## src/rs_pkg.sv

```systemverilog
`default_nettype none

package rs_pkg;

    localparam int PREG_W = 6;  // physical register tag
    localparam int ROB_W  = 6;
    localparam int OP_W   = 4;
    localparam int SEL_W  = 2;

    typedef logic [PREG_W-1:0] preg_t;
    typedef logic [ROB_W-1:0]  rob_idx_t;
    typedef logic [OP_W-1:0]   op_t;
    typedef logic [SEL_W-1:0]  rs_sel_t;

    // code 3 selects no station
    localparam rs_sel_t RS_SEL_ALU = 2'd0;
    localparam rs_sel_t RS_SEL_MUL = 2'd1;
    localparam rs_sel_t RS_SEL_DIV = 2'd2;

    localparam int ALU_ENTRIES = 4;
    localparam int MUL_ENTRIES = 2;
    localparam int DIV_ENTRIES = 2;

    // true when tag is broadcast on any valid result port
    function automatic logic result_hit(
        input preg_t tag,
        input logic  alu_valid,
        input preg_t alu_tag,
        input logic  mul_valid,
        input preg_t mul_tag,
        input logic  div_valid,
        input preg_t div_tag
    );
        return (alu_valid && (alu_tag == tag))
            || (mul_valid && (mul_tag == tag))
            || (div_valid && (div_tag == tag));
    endfunction

endpackage

`default_nettype wire

```

## src/rs_pick.sv

```systemverilog
`timescale 1ns/100ps
`default_nettype none

// lowest set bit wins
module rs_pick #(
    parameter int width = 4
) (
    input  wire  [width-1:0]         req,
    output logic                     found,
    output logic [$clog2(width)-1:0] index
);

    assign found = |req;

    always_comb
    begin
        index = '0;
        // walk down so the lowest request is the last one written
        for (int i = width - 1; i >= 0; i--)
        begin
            if (req[i])
            begin
                index = i[$clog2(width)-1:0];
            end
        end
    end

endmodule

`default_nettype wire

```

## src/rs_station.sv

```systemverilog
`timescale 1ns/100ps
`default_nettype none

module rs_station #(
    parameter int num_entries = 4
) (
    input  wire                   clk,
    input  wire                   rst,
    input  wire                   insert,        // already gated by full
    input  wire rs_pkg::preg_t    ps1,
    input  wire rs_pkg::preg_t    ps2,
    input  wire rs_pkg::preg_t    pd,
    input  wire                   src1_ready,
    input  wire                   src2_ready,
    input  wire rs_pkg::rob_idx_t rob_entry,
    input  wire rs_pkg::op_t      op,
    input  wire                   alu_result_valid,
    input  wire                   mul_result_valid,
    input  wire                   div_result_valid,
    input  wire rs_pkg::preg_t    alu_result_tag,
    input  wire rs_pkg::preg_t    mul_result_tag,
    input  wire rs_pkg::preg_t    div_result_tag,
    input  wire                   fu_busy,
    output logic                  fu_ready,
    output rs_pkg::preg_t         issue_ps1,
    output rs_pkg::preg_t         issue_ps2,
    output rs_pkg::preg_t         issue_pd,
    output rs_pkg::rob_idx_t      issue_rob_entry,
    output rs_pkg::op_t           issue_op,
    output logic                  full
);

    // per-entry control bits
    logic [num_entries-1:0] busy;
    logic [num_entries-1:0] rdy1;
    logic [num_entries-1:0] rdy2;

    // per-entry payload
    rs_pkg::preg_t    ent_ps1 [num_entries];
    rs_pkg::preg_t    ent_ps2 [num_entries];
    rs_pkg::preg_t    ent_pd  [num_entries];
    rs_pkg::rob_idx_t ent_rob [num_entries];
    rs_pkg::op_t      ent_op  [num_entries];

    logic [num_entries-1:0] hit1;
    logic [num_entries-1:0] hit2;
    logic [num_entries-1:0] ready_mask;

    logic                           free_found;
    logic                           ready_found;
    logic [$clog2(num_entries)-1:0] free_idx;
    logic [$clog2(num_entries)-1:0] issue_idx;

    // live tag compare for every stored source
    always_comb
    begin
        for (int i = 0; i < num_entries; i++)
        begin
            hit1[i] = rs_pkg::result_hit(ent_ps1[i],
                                         alu_result_valid, alu_result_tag,
                                         mul_result_valid, mul_result_tag,
                                         div_result_valid, div_result_tag);
            hit2[i] = rs_pkg::result_hit(ent_ps2[i],
                                         alu_result_valid, alu_result_tag,
                                         mul_result_valid, mul_result_tag,
                                         div_result_valid, div_result_tag);
        end
    end

    assign ready_mask = busy & rdy1 & rdy2;

    rs_pick #(.width(num_entries)) free_pick_i (
        .req   (~busy),
        .found (free_found),
        .index (free_idx)
    );

    rs_pick #(.width(num_entries)) ready_pick_i (
        .req   (ready_mask),
        .found (ready_found),
        .index (issue_idx)
    );

    assign full     = ~free_found;
    assign fu_ready = ready_found & ~fu_busy;  // unit takes it this cycle

    always_comb
    begin
        issue_ps1       = '0;
        issue_ps2       = '0;
        issue_pd        = '0;
        issue_rob_entry = '0;
        issue_op        = '0;
        if (fu_ready)
        begin
            issue_ps1       = ent_ps1[issue_idx];
            issue_ps2       = ent_ps2[issue_idx];
            issue_pd        = ent_pd[issue_idx];
            issue_rob_entry = ent_rob[issue_idx];
            issue_op        = ent_op[issue_idx];
        end
    end

    always_ff @(posedge clk)
    begin
        if (rst)
        begin
            busy <= '0;
            rdy1 <= '0;
            rdy2 <= '0;
        end
        else
        begin
            rdy1 <= rdy1 | hit1;  // wakeup of waiting entries
            rdy2 <= rdy2 | hit2;
            if (fu_ready)
            begin
                busy[issue_idx] <= 1'b0;
            end
            // free slot never equals the issuing slot
            if (insert)
            begin
                busy[free_idx] <= 1'b1;
                rdy1[free_idx] <= src1_ready;
                rdy2[free_idx] <= src2_ready;
            end
        end
    end

    always_ff @(posedge clk)
    begin
        if (insert)
        begin
            ent_ps1[free_idx] <= ps1;
            ent_ps2[free_idx] <= ps2;
            ent_pd[free_idx]  <= pd;
            ent_rob[free_idx] <= rob_entry;
            ent_op[free_idx]  <= op;
        end
    end

endmodule

`default_nettype wire

```

## src/rs_dispatch_route.sv

```systemverilog
`timescale 1ns/100ps
`default_nettype none

module rs_dispatch_route (
    input  wire                  dispatch_valid,
    input  wire rs_pkg::rs_sel_t rs_select,
    input  wire rs_pkg::preg_t   ps1,
    input  wire rs_pkg::preg_t   ps2,
    input  wire                  ps1_ready,
    input  wire                  ps2_ready,
    input  wire                  alu_result_valid,
    input  wire                  mul_result_valid,
    input  wire                  div_result_valid,
    input  wire rs_pkg::preg_t   alu_result_tag,
    input  wire rs_pkg::preg_t   mul_result_tag,
    input  wire rs_pkg::preg_t   div_result_tag,
    input  wire                  alu_full,
    input  wire                  mul_full,
    input  wire                  div_full,
    output logic                 alu_insert,
    output logic                 mul_insert,
    output logic                 div_insert,
    output logic                 src1_ready,
    output logic                 src2_ready
);

    logic src1_hit;
    logic src2_hit;

    // a full station or select code 3 drops the instruction
    always_comb
    begin
        alu_insert = 1'b0;
        mul_insert = 1'b0;
        div_insert = 1'b0;
        if (dispatch_valid)
        begin
            case (rs_select)
                rs_pkg::RS_SEL_ALU: alu_insert = ~alu_full;
                rs_pkg::RS_SEL_MUL: mul_insert = ~mul_full;
                rs_pkg::RS_SEL_DIV: div_insert = ~div_full;
                default: ;  // unused code
            endcase
        end
    end

    // same-cycle broadcast counts as ready at dispatch
    assign src1_hit = rs_pkg::result_hit(ps1,
                                         alu_result_valid, alu_result_tag,
                                         mul_result_valid, mul_result_tag,
                                         div_result_valid, div_result_tag);
    assign src2_hit = rs_pkg::result_hit(ps2,
                                         alu_result_valid, alu_result_tag,
                                         mul_result_valid, mul_result_tag,
                                         div_result_valid, div_result_tag);

    assign src1_ready = ps1_ready | src1_hit;
    assign src2_ready = ps2_ready | src2_hit;

endmodule

`default_nettype wire

```

## src/rs_top.sv

```systemverilog
`timescale 1ns/100ps
`default_nettype none

module rs_top (
    input  wire                   clk,
    input  wire                   rst,

    // dispatch
    input  wire                   dispatch_valid,
    input  wire rs_pkg::rs_sel_t  rs_select,
    input  wire rs_pkg::preg_t    ps1,
    input  wire rs_pkg::preg_t    ps2,
    input  wire                   ps1_ready,
    input  wire                   ps2_ready,
    input  wire rs_pkg::preg_t    pd,
    input  wire rs_pkg::rob_idx_t rob_entry,
    input  wire rs_pkg::op_t      op,
    output logic                  alu_full,
    output logic                  mul_full,
    output logic                  div_full,

    // result bus
    input  wire                   alu_result_valid,
    input  wire rs_pkg::preg_t    alu_result_tag,
    input  wire                   mul_result_valid,
    input  wire rs_pkg::preg_t    mul_result_tag,
    input  wire                   div_result_valid,
    input  wire rs_pkg::preg_t    div_result_tag,

    // functional units
    input  wire                   alu_fu_busy,
    output logic                  alu_fu_ready,
    output rs_pkg::preg_t         alu_ps1,
    output rs_pkg::preg_t         alu_ps2,
    output rs_pkg::preg_t         alu_pd,
    output rs_pkg::rob_idx_t      alu_rob_entry,
    output rs_pkg::op_t           alu_op,
    input  wire                   mul_fu_busy,
    output logic                  mul_fu_ready,
    output rs_pkg::preg_t         mul_ps1,
    output rs_pkg::preg_t         mul_ps2,
    output rs_pkg::preg_t         mul_pd,
    output rs_pkg::rob_idx_t      mul_rob_entry,
    output rs_pkg::op_t           mul_op,
    input  wire                   div_fu_busy,
    output logic                  div_fu_ready,
    output rs_pkg::preg_t         div_ps1,
    output rs_pkg::preg_t         div_ps2,
    output rs_pkg::preg_t         div_pd,
    output rs_pkg::rob_idx_t      div_rob_entry,
    output rs_pkg::op_t           div_op
);

    logic alu_insert;
    logic mul_insert;
    logic div_insert;
    logic src1_ready;  // shared by all three stations
    logic src2_ready;

    rs_dispatch_route route_i (
        .dispatch_valid   (dispatch_valid),
        .rs_select        (rs_select),
        .ps1              (ps1),
        .ps2              (ps2),
        .ps1_ready        (ps1_ready),
        .ps2_ready        (ps2_ready),
        .alu_result_valid (alu_result_valid),
        .mul_result_valid (mul_result_valid),
        .div_result_valid (div_result_valid),
        .alu_result_tag   (alu_result_tag),
        .mul_result_tag   (mul_result_tag),
        .div_result_tag   (div_result_tag),
        .alu_full         (alu_full),
        .mul_full         (mul_full),
        .div_full         (div_full),
        .alu_insert       (alu_insert),
        .mul_insert       (mul_insert),
        .div_insert       (div_insert),
        .src1_ready       (src1_ready),
        .src2_ready       (src2_ready)
    );

    rs_station #(.num_entries(rs_pkg::ALU_ENTRIES)) alu_rs_i (
        .clk (clk), .rst (rst), .insert (alu_insert),
        .ps1 (ps1), .ps2 (ps2), .pd (pd),
        .src1_ready (src1_ready), .src2_ready (src2_ready),
        .rob_entry (rob_entry), .op (op),
        .alu_result_valid (alu_result_valid), .mul_result_valid (mul_result_valid),
        .div_result_valid (div_result_valid), .alu_result_tag (alu_result_tag),
        .mul_result_tag (mul_result_tag), .div_result_tag (div_result_tag),
        .fu_busy (alu_fu_busy), .fu_ready (alu_fu_ready),
        .issue_ps1 (alu_ps1), .issue_ps2 (alu_ps2), .issue_pd (alu_pd),
        .issue_rob_entry (alu_rob_entry), .issue_op (alu_op), .full (alu_full)
    );

    rs_station #(.num_entries(rs_pkg::MUL_ENTRIES)) mul_rs_i (
        .clk (clk), .rst (rst), .insert (mul_insert),
        .ps1 (ps1), .ps2 (ps2), .pd (pd),
        .src1_ready (src1_ready), .src2_ready (src2_ready),
        .rob_entry (rob_entry), .op (op),
        .alu_result_valid (alu_result_valid), .mul_result_valid (mul_result_valid),
        .div_result_valid (div_result_valid), .alu_result_tag (alu_result_tag),
        .mul_result_tag (mul_result_tag), .div_result_tag (div_result_tag),
        .fu_busy (mul_fu_busy), .fu_ready (mul_fu_ready),
        .issue_ps1 (mul_ps1), .issue_ps2 (mul_ps2), .issue_pd (mul_pd),
        .issue_rob_entry (mul_rob_entry), .issue_op (mul_op), .full (mul_full)
    );

    rs_station #(.num_entries(rs_pkg::DIV_ENTRIES)) div_rs_i (
        .clk (clk), .rst (rst), .insert (div_insert),
        .ps1 (ps1), .ps2 (ps2), .pd (pd),
        .src1_ready (src1_ready), .src2_ready (src2_ready),
        .rob_entry (rob_entry), .op (op),
        .alu_result_valid (alu_result_valid), .mul_result_valid (mul_result_valid),
        .div_result_valid (div_result_valid), .alu_result_tag (alu_result_tag),
        .mul_result_tag (mul_result_tag), .div_result_tag (div_result_tag),
        .fu_busy (div_fu_busy), .fu_ready (div_fu_ready),
        .issue_ps1 (div_ps1), .issue_ps2 (div_ps2), .issue_pd (div_pd),
        .issue_rob_entry (div_rob_entry), .issue_op (div_op), .full (div_full)
    );

endmodule

`default_nettype wire

```

## config.mk

```make
export PLATFORM = sky130hd
export DESIGN_NAME = rs_top
export DESIGN_NICKNAME = d
export VERILOG_FILES = /design/src/rs_pkg.sv /design/src/rs_pick.sv /design/src/rs_station.sv /design/src/rs_dispatch_route.sv /design/src/rs_top.sv
export SDC_FILE = /design/constraint.sdc
export NUM_CORES = 1
export LEC_CHECK = 0
export ABC_AREA = 1
export BUFFER_PORTS_ARGS = -buffer_cell sky130_fd_sc_hd__buf_2
export CAP_MARGIN = 20
export CORE_ASPECT_RATIO = 0.5
export CORE_MARGIN = 5
export CORE_UTILIZATION = 54
export CTS_CLUSTER_DIAMETER = 100
export DETAILED_ROUTE_END_ITERATION = 12
export HOLD_SLACK_MARGIN = 0.08
export PLACE_DENSITY_LB_ADDON = 0.05
export SYNTH_ARGS = -nofsm -noshare
export SYNTH_HDL_FRONTEND = slang
export SYNTH_HIERARCHICAL = 1
export SYNTH_SLANG_ARGS = --single-unit
export TNS_END_PERCENT = 100
```

## constraint.sdc

```tcl
create_clock -name clk -period 2.8 [get_ports clk]
set_clock_uncertainty 0.2 [all_clocks]
set_input_delay 0 -clock clk [delete_from_list [all_inputs] [get_ports clk]]
set_output_delay 0 -clock clk [all_outputs]
set_load 0.05 [all_outputs]
```

==> metrics.cfg, run 1 <==
[synthesis]
ys_top_cells_by_area = edfxtp_1, nand2_1, nand3_1
yosys.area.top_type_share_pct = 44.50
synth.distinct_cells = 33
ys_ff_latch = 248
synth_top_area_cell = edfxtp_1
synth.avg_cell_area_um2 = 7.302
yosys_warnings = 6
postSynthCellCount = 2070
syn_area_mm2 = 0.01511
seq_area_frac_synth_pct = 47.68
syn_nets = 2129

[setup_path]
end_kind = primary output
path_cells = inv_1 -> nor3_2 -> inv_1 -> nand4_1 -> inv_1 -> nor2_4 -> clkinvlp_4 -> buf_4 -> a41oi_1 -> buf_4
arrival_ps = 2550
path_max_fanout = 10
crit_family = buffers and inverters
cpPeakStageDelay_ps = 320
crit_type = flip-flop to primary output
reg2reg_depth = 13
crit_cells = 10
crit_path_start_kind = flip-flop
crit_slowest_cell = dfxtp_1
critical_path_required_ps = 2600
critPathMostFrequentCell = inv_1
path_buf_inv = 6

[floorplan]
die_w_um = 246.6
dieArea_mm2 = 0.03164
initial_core_util_pct = 54.66
core.rowCount = 43
die_h_um = 128.3
ioPinCount = 149
fp.coreArea_mm2 = 0.02765

[drt]
wire_per_inst_um = 20.59
first_pass_iters = 7
drtIter0Drc = 2057
wirelength_um = 55780
drc = 0
vias_per_cell = 5.566
postRouteAntennaNets = 0
num_vias = 15078

[finish]
multiInputGateArea_mm2 = 0.006541
n_antenna_cell = 0
final_nets = 2368
area_growth_pct = 19.66
seqCellArea_mm2 = 0.007207
fillers = 2530
drive_gt1_share_pct = 13.58

[cts]
cts_tree = yes
clockBufferDepth = 3
worst_skew_pair.late_latency_ps = 560
numCtsBuffers = 24
clock-root-buffer = clkbuf_16
clock_sinks = 248
cts.clk_slew.worst_paths_ps = 70
htreeDepth = 1

[min_path]
hold_path_depth = 2
hp-class = primary input to flip-flop

[timing]
fmax_mhz = 363.8
setup_violations = 0
worst_pin_slew_ps = 584.9
max-slew-margin-rel_pct = 61.01
fin_ws_ps = 51.55
period_minus_slack_ps = 2748
period_share_pct = 98.16
maxSlewViolCount = 0
hold_violations = 0

[placement]
preCtsSetupSlack_ps = 354.9
place.gp.congestion = 1.055
portBuffers = 148
dp_hpwl_um = 38020

[global_routing]
grt_antenna_before_repair = 0
grt_pass1_wl_um = 82520
grt_start_max_net_pins = 35
grt_usage_pct = 34.37
grt.overflow.total = 0
grt_pass1_vias = 13925

[run]
maxCapViolations = 0

[power_and_ir_drop]
finalPower_mw = 8.363
power_density_mw_per_mm2 = 462.4
ir_drop_mv = 0.4357
leakagePower_nw = 8.644

[run_status]
status = finished, final reports clean

==> worst reg2reg max path: stages (launching register included) <==
cell and delay [ps]:
dfxtp_1 330, inv_1 70, inv_1 40, nand2_1 60, inv_1 100, nor3_2 350
inv_1 130, nor2_4 190, buf_4 250, nor2_1 100, o21ai_2 60, nor2_1 80
nor2_1 80, dlygate4sd3_1 540
==> state kept, by name, indices dropped and copies added (netlist names), 16 cells and up <==
signal,flops
alu_rs_i/ent_pd,24
alu_rs_i/ent_ps1,24
alu_rs_i/ent_ps2,24
alu_rs_i/ent_op,16
alu_rs_i/ent_rob,24
==> layout by cell type, fill, tap and decap left out, types with 5 or more instances in the layout <==
| cell | instances |
|---|---|
| a21oi_1 | 59 |
| a41oi_1 | 15 |
| buf_12 | 7 |
| buf_2 | 131 |
| buf_4 | 48 |
| clkbuf_1 | 12 |
| clkbuf_16 | 24 |
| clkbuf_4 | 10 |
| clkinv_1 | 17 |
| dfxtp_1 | 24 |
| dlygate4sd3_1 | 74 |
| edfxtp_1 | 224 |
| inv_1 | 230 |
| inv_2 | 52 |
| nand2_1 | 817 |
| nand2_2 | 6 |
| nand3_1 | 187 |
| nor2_1 | 196 |
| nor2_4 | 5 |
| o21ai_0 | 32 |
| o22ai_1 | 70 |
| xnor2_1 | 35 |
==> layer usage <==
layer	GRT usage [%]	wire, um	vias to the layer above
met5	0	0	-
met4	9.079	1652	0
met3	10.21	7652	143
met2	52.47	23670	941
met1	48.53	22800	6888
li1	-	-	7106
==> worst paths after layout <==
kind,to,slack [ps],startpoint
hold / removal,div_rs_i/ent_pd[0][0],90,pd[0]
setup reg to reg,mul_rs_i/rdy1[0],170,mul_rs_i/busy[0]
hold reg to reg,alu_rs_i/busy[3],280,alu_rs_i/busy[3]
setup / recovery,alu_rob_entry[1],50,alu_rs_i/busy[3]
==> through the flow <==
step / TNS [ps] / utilization [%] / hold WS (ps) / instances / instance area, um2
finish: 0 / 65.40 / 94.06 / 2709 / 18090
global route: -75.50 / 65.40 / 105.8 / 2709 / 18090
CTS: -1.339 / 64.81 / 80.40 / 2704 / 17920
detailed placement: 0 / 59.13 / 110.3 / 2582 / 16350
global placement: 0 / 59.13 / 115.0 / 2582 / 16350
floorplan: -2322 / - / -130.9 / 2070 / 15130
==> layout make-up <==
type / instances / area share [%]
Clock inverter: 7 / 0.5050
Inverter: 300 / 6.247
Clock buffer: 37 / 3.646
Timing Repair inverter: 1 / 0.04151
Multi-Input combinational cell: 1464 / 36.17
Tap cell: 382 / 2.643
Sequential cell: 248 / 39.85
Timing Repair Buffer: 270 / 10.90
==> synth_stat cells, drive strengths merged <==
cell / number
nor3: 8
o21bai: 2
dfxtp: 24
o22ai: 70
o21ai: 38
a21boi: 1
clkinv: 17
inv: 283
and3: 4
nand3: 187
nor2: 205
buf: 49
clkbuf: 9
edfxtp: 224
xnor2: 35
a21oi: 63
nand4: 2
nand2: 827
a41oi: 17
nor4: 1
xor2: 4
==> power by group <==
part           total (mW)  leakage, nW  switching [mW]  internal (mW)
logic               0.999         6.06           0.685          0.314
registers            4.13         2.22          0.0366           4.10
clock network        3.23        0.359            1.49           1.74
==> cell families (layout without fill, tap and decap cells) <==
| kind of cell | after synthesis | in the layout | share of synthesized area, % |
|---|---|---|---|
| AND/OR/NAND/NOR | 1234 | 1234 | 32.76 |
| buffers and inverters | 358 | 615 | 9.752 |
| flip-flops | 248 | 248 | 47.68 |
| AO/OA/AOI/OAI | 191 | 191 | 7.550 |
| XOR/XNOR | 39 | 39 | 2.260 |
==> repair_timing <==
item                       in CTS  in global routing
setup endpoints to repair      28                 51
hold endpoints to repair      360                  0
pin swaps                       0                  4
resized for setup              16                 37
hold buffers                   74                  0
setup buffers                   3                  5
gates cloned                    1                  0
Note: power is estimated with default switching activity, not from simulation.
==> run 2: changes to the inputs <==
--- a/config.mk
+++ b/config.mk
@@ -5,14 +5,14 @@
 export SDC_FILE = /design/constraint.sdc
 export NUM_CORES = 1
 export LEC_CHECK = 0
-export ABC_AREA = 1
 export BUFFER_PORTS_ARGS = -buffer_cell sky130_fd_sc_hd__buf_2
 export CAP_MARGIN = 20
 export CORE_ASPECT_RATIO = 0.5
 export CORE_MARGIN = 5
-export CORE_UTILIZATION = 54
+export CORE_UTILIZATION = 55
 export CTS_CLUSTER_DIAMETER = 100
 export DETAILED_ROUTE_END_ITERATION = 12
+export GPL_ROUTABILITY_DRIVEN = 0
 export HOLD_SLACK_MARGIN = 0.08
 export PLACE_DENSITY_LB_ADDON = 0.05
 export SYNTH_ARGS = -nofsm -noshare
==> constraint.sdc (replaced) <==
create_clock -name clk -period 2.7 [get_ports clk]
set_clock_uncertainty 0.2 [all_clocks]
set_input_delay 0 -clock clk [delete_from_list [all_inputs] [get_ports clk]]
set_output_delay 0 -clock clk [all_outputs]
set_load 0.05 [all_outputs]
==> run 2 against run 1 <==
- the flow now finishes with violations (setup timing)
- die area down 11%
- clock power down 2%
- final cell count down 40%
- sequential share of layout area up 3.8 points
- non-clock buffer count down 4
- via count down 36%
- highest routed layer unchanged
==> metrics.cfg, run 2 <==
[finish]
layout_commonest_cell = edfxtp_1
n_antenna_cell = 0  ; unchanged
area_growth_pct = 21.54
drive_gt1_share_pct = 24.73  ; +11 points
final_nets = 1336  ; -44%
fin_util_pct = 68.31  ; +2.9 points
final_cell_mix = edfxtp_1, xor2_1, xnor2_1, buf_2, nor2_1

[setup_path]
reg2reg_depth = 7  ; -6
critical_path_required_ps = 2500  ; -100 ps
crit_type = flip-flop to primary output
arrival_ps = 2590  ; +40 ps
path_max_fanout = 6  ; -4
path_cells = and3_4 -> nand2b_4 -> a21oi_4 -> buf_6 -> buf_12 -> mux4_2 -> and2_4 -> buf_6
regToRegEndpoint = alu_rs_i/busy[0]
r2r_start = alu_rs_i/rdy2[3]
end_kind = primary output
crit_path_start_kind = flip-flop
crit_slowest_cell = mux4_2
critPathMostFrequentCell = buf_6
reg2reg_setup_slack_ps = 170  ; about the same
cpPeakStageDelay_ps = 530  ; +210 ps

[power_and_ir_drop]
p_int_mw = 6.259  ; +1.8%
finalPower_mw = 8.282  ; -0.96%
leakagePower_nw = 5.801  ; -33%
ir_drop_mv = 0.5974  ; +37%
p_clk_share_pct = 38.4  ; -0.2 points
swShare_pct = 24.43  ; -2.0 points
power_density_mw_per_mm2 = 501.5  ; +8.5%
power_frac_seq_pct = 51.9  ; +2.5 points
comb_power_share_pct = 9.8  ; -2.2 points
power.switching_mw = 2.023  ; -8.6%

[cts]
clock-root-buffer = clkbuf_16
clock_sinks = 248  ; unchanged
cts.clk_slew.worst_paths_ps = 70  ; about the same
worst_skew_pair.late_latency_ps = 540  ; -20 ps
htreeDepth = 1  ; unchanged
numCtsBuffers = 23  ; -4.2%
cts_tree = yes
clockBufferDepth = 3  ; unchanged

[timing]
fin_ws_ps = -87.94  ; -139.5 ps
period_share_pct = 103.3
setup_violations = 27  ; +27
rsz0062_at_grt = true
fmax_mhz = 358.7
fin_setup_tns_ps = -1236  ; -1236 ps
period_minus_slack_ps = 2788
hold_violations = 0  ; unchanged
worst_hold_slack_ps = 96.32  ; +2.261 ps
maxSlewViolCount = 0  ; unchanged
worst_pin_slew_ps = 642.7  ; +57.82 ps
max-slew-margin-rel_pct = 56.57  ; -4.4 points

[global_routing]
grt_pass1_vias = 9773  ; -30%
grt.overflow.total = 0  ; unchanged
grt_start_max_net_pins = 31  ; -11%
grt_pass1_wl_um = 60310  ; -27%
grt_usage_pct = 28.76  ; -5.6 points
grt_antenna_before_repair = 0  ; unchanged

[min_path]
hp-class = primary input to flip-flop
min_from = pd[0]
hold_path_depth = 2  ; unchanged
whs_endpoint = alu_rs_i/ent_pd[0][0]

[synthesis]
syn_area_mm2 = 0.01359  ; -10%
yosysMostFrequentCell = edfxtp_1
yosys.area.top_type_share_pct = 49.51  ; +5.0 points
ys_ff_latch = 248  ; unchanged
syn_nets = 1103  ; -48%
seq_area_frac_synth_pct = 53.04  ; +5.4 points
synth_top_area_cell = edfxtp_1
postSynthCellCount = 1044  ; -50%
yosys_warnings = 6  ; unchanged
synth_edf_count = 224  ; unchanged
synth.distinct_cells = 37  ; +12%
async_flop_share_pct = 0  ; unchanged
yosys_most_used_dff = edfxtp_1
yosys-top-cells-count = edfxtp_1, xnor2_1, xor2_1
ys_top_cells_by_area = edfxtp_1, xnor2_1, xor2_1
synth.avg_cell_area_um2 = 13.01  ; +78%

[drt]
num_vias = 9697  ; -36%
wire_per_inst_um = 25.18  ; +22%
drtIter0Drc = 1040  ; -49%
drc = 0  ; unchanged
first_pass_iters = 7  ; unchanged
vias_per_cell = 5.949  ; +6.9%
wirelength_um = 41040  ; -26%
postRouteAntennaNets = 0  ; unchanged

[floorplan]
dieArea_mm2 = 0.02814  ; -11%
die_w_um = 232.3  ; -5.8%
die_h_um = 121.1  ; -5.6%
ioPinCount = 149  ; unchanged
fp.coreArea_mm2 = 0.02417  ; -13%
initial_core_util_pct = 56.21  ; +1.6 points
core.rowCount = 40  ; -7.0%

[placement]
portBuffers = 148  ; unchanged
dp_hpwl_um = 26780  ; -30%

[run_status]
status = finished, violations left
violations = setup timing

[run]
maxCapViolations = 0  ; unchanged

-- run 2: cell families after synthesis --
family	after synthesis	share of synthesized area, %
AOI/OAI and AO/OA	31	1.520
buffers and inverters	82	4.190
DFF	248	53.04
xor gates and xnor gates	324	20.89
and+or+nand+nor	275	11.57
muxes	84	8.795
-- run 2: cell type report --
class                   instances  area (um2)
fillers                      1770        7660
clock inverters                18       142.6
clock buffers                  24       579.3
inverters                      24       97.59
flip-flops and latches        248        7216
well taps                     336       420.4
repair buffers                266        2133
multi-input cells             714        5924
-- run 2: worst max path at each step --
stage	end	start	cells past startpoint
floorplan	alu_rs_i/ent_op[0][0]	alu_rs_i/busy[0]	8
global placement	alu_rs_i/ent_pd[0][1]	alu_rs_i/busy[0]	8
detailed placement	alu_rs_i/ent_pd[0][3]	alu_rs_i/busy[0]	8
CTS	alu_pd[3]	alu_rs_i/rdy2[2]	9
global route	alu_pd[4]	alu_rs_i/rdy2[2]	8
finish	alu_pd[4]	alu_rs_i/rdy2[2]	8
-- run 2: layer usage --
metal  up-vias  part of all wire, %  track usage (%)
li1       4254                    -                -
met1      4859                   41            39.91
met2       496                   47            47.57
met3        88                  8.7            4.887
met4         0                  2.8            7.670
met5         -                    0                0
-- run 2: repair_timing --
item | in CTS | in global routing
hold buffers | 60 | 0
resized for setup | 75 | 4
endpoints found under the hold margin | 262 | 0
setup endpoints to repair | 28 | 75
cloned | 3 | 0
setup buffers | 9 | 6
pin swaps | 1 | 1
-- run 2: through the flow --
| step | std cells | instance area, um2 | setup slack (ps) |
|---|---|---|---|
| 6_report | 1630 | 16510 | -87.94 |
| 5_1_grt | 1630 | 16510 | -193.7 |
| 4_1_cts | 1626 | 16500 | -78.55 |
| 3_5_place_dp | 1513 | 14790 | 191.9 |
| 3_3_place_gp | 1513 | 14790 | 276.6 |
| 2_1_floorplan | 1044 | 13600 | 119.3 |
-- run 2: worst max-delay path, delay by kind of cell (launching register included) --
kind	cells	cell delay (ps)
AOI/OAI and AO/OA	1	200
DFF	1	320
muxes	1	530
buffers and inverters	3	470
and+or+nand+nor	3	510
-- run 2: power by group through the flow --
stage	Sequential, mW	Combinational (mW)	Clock, mW
after floorplan	4.36	0.433	0
after CTS	4.29	0.784	3.23
after global placement	4.38	0.704	0
after global routing	4.30	0.847	3.41
after detailed placement	4.38	0.717	0
final	4.30	0.808	3.18
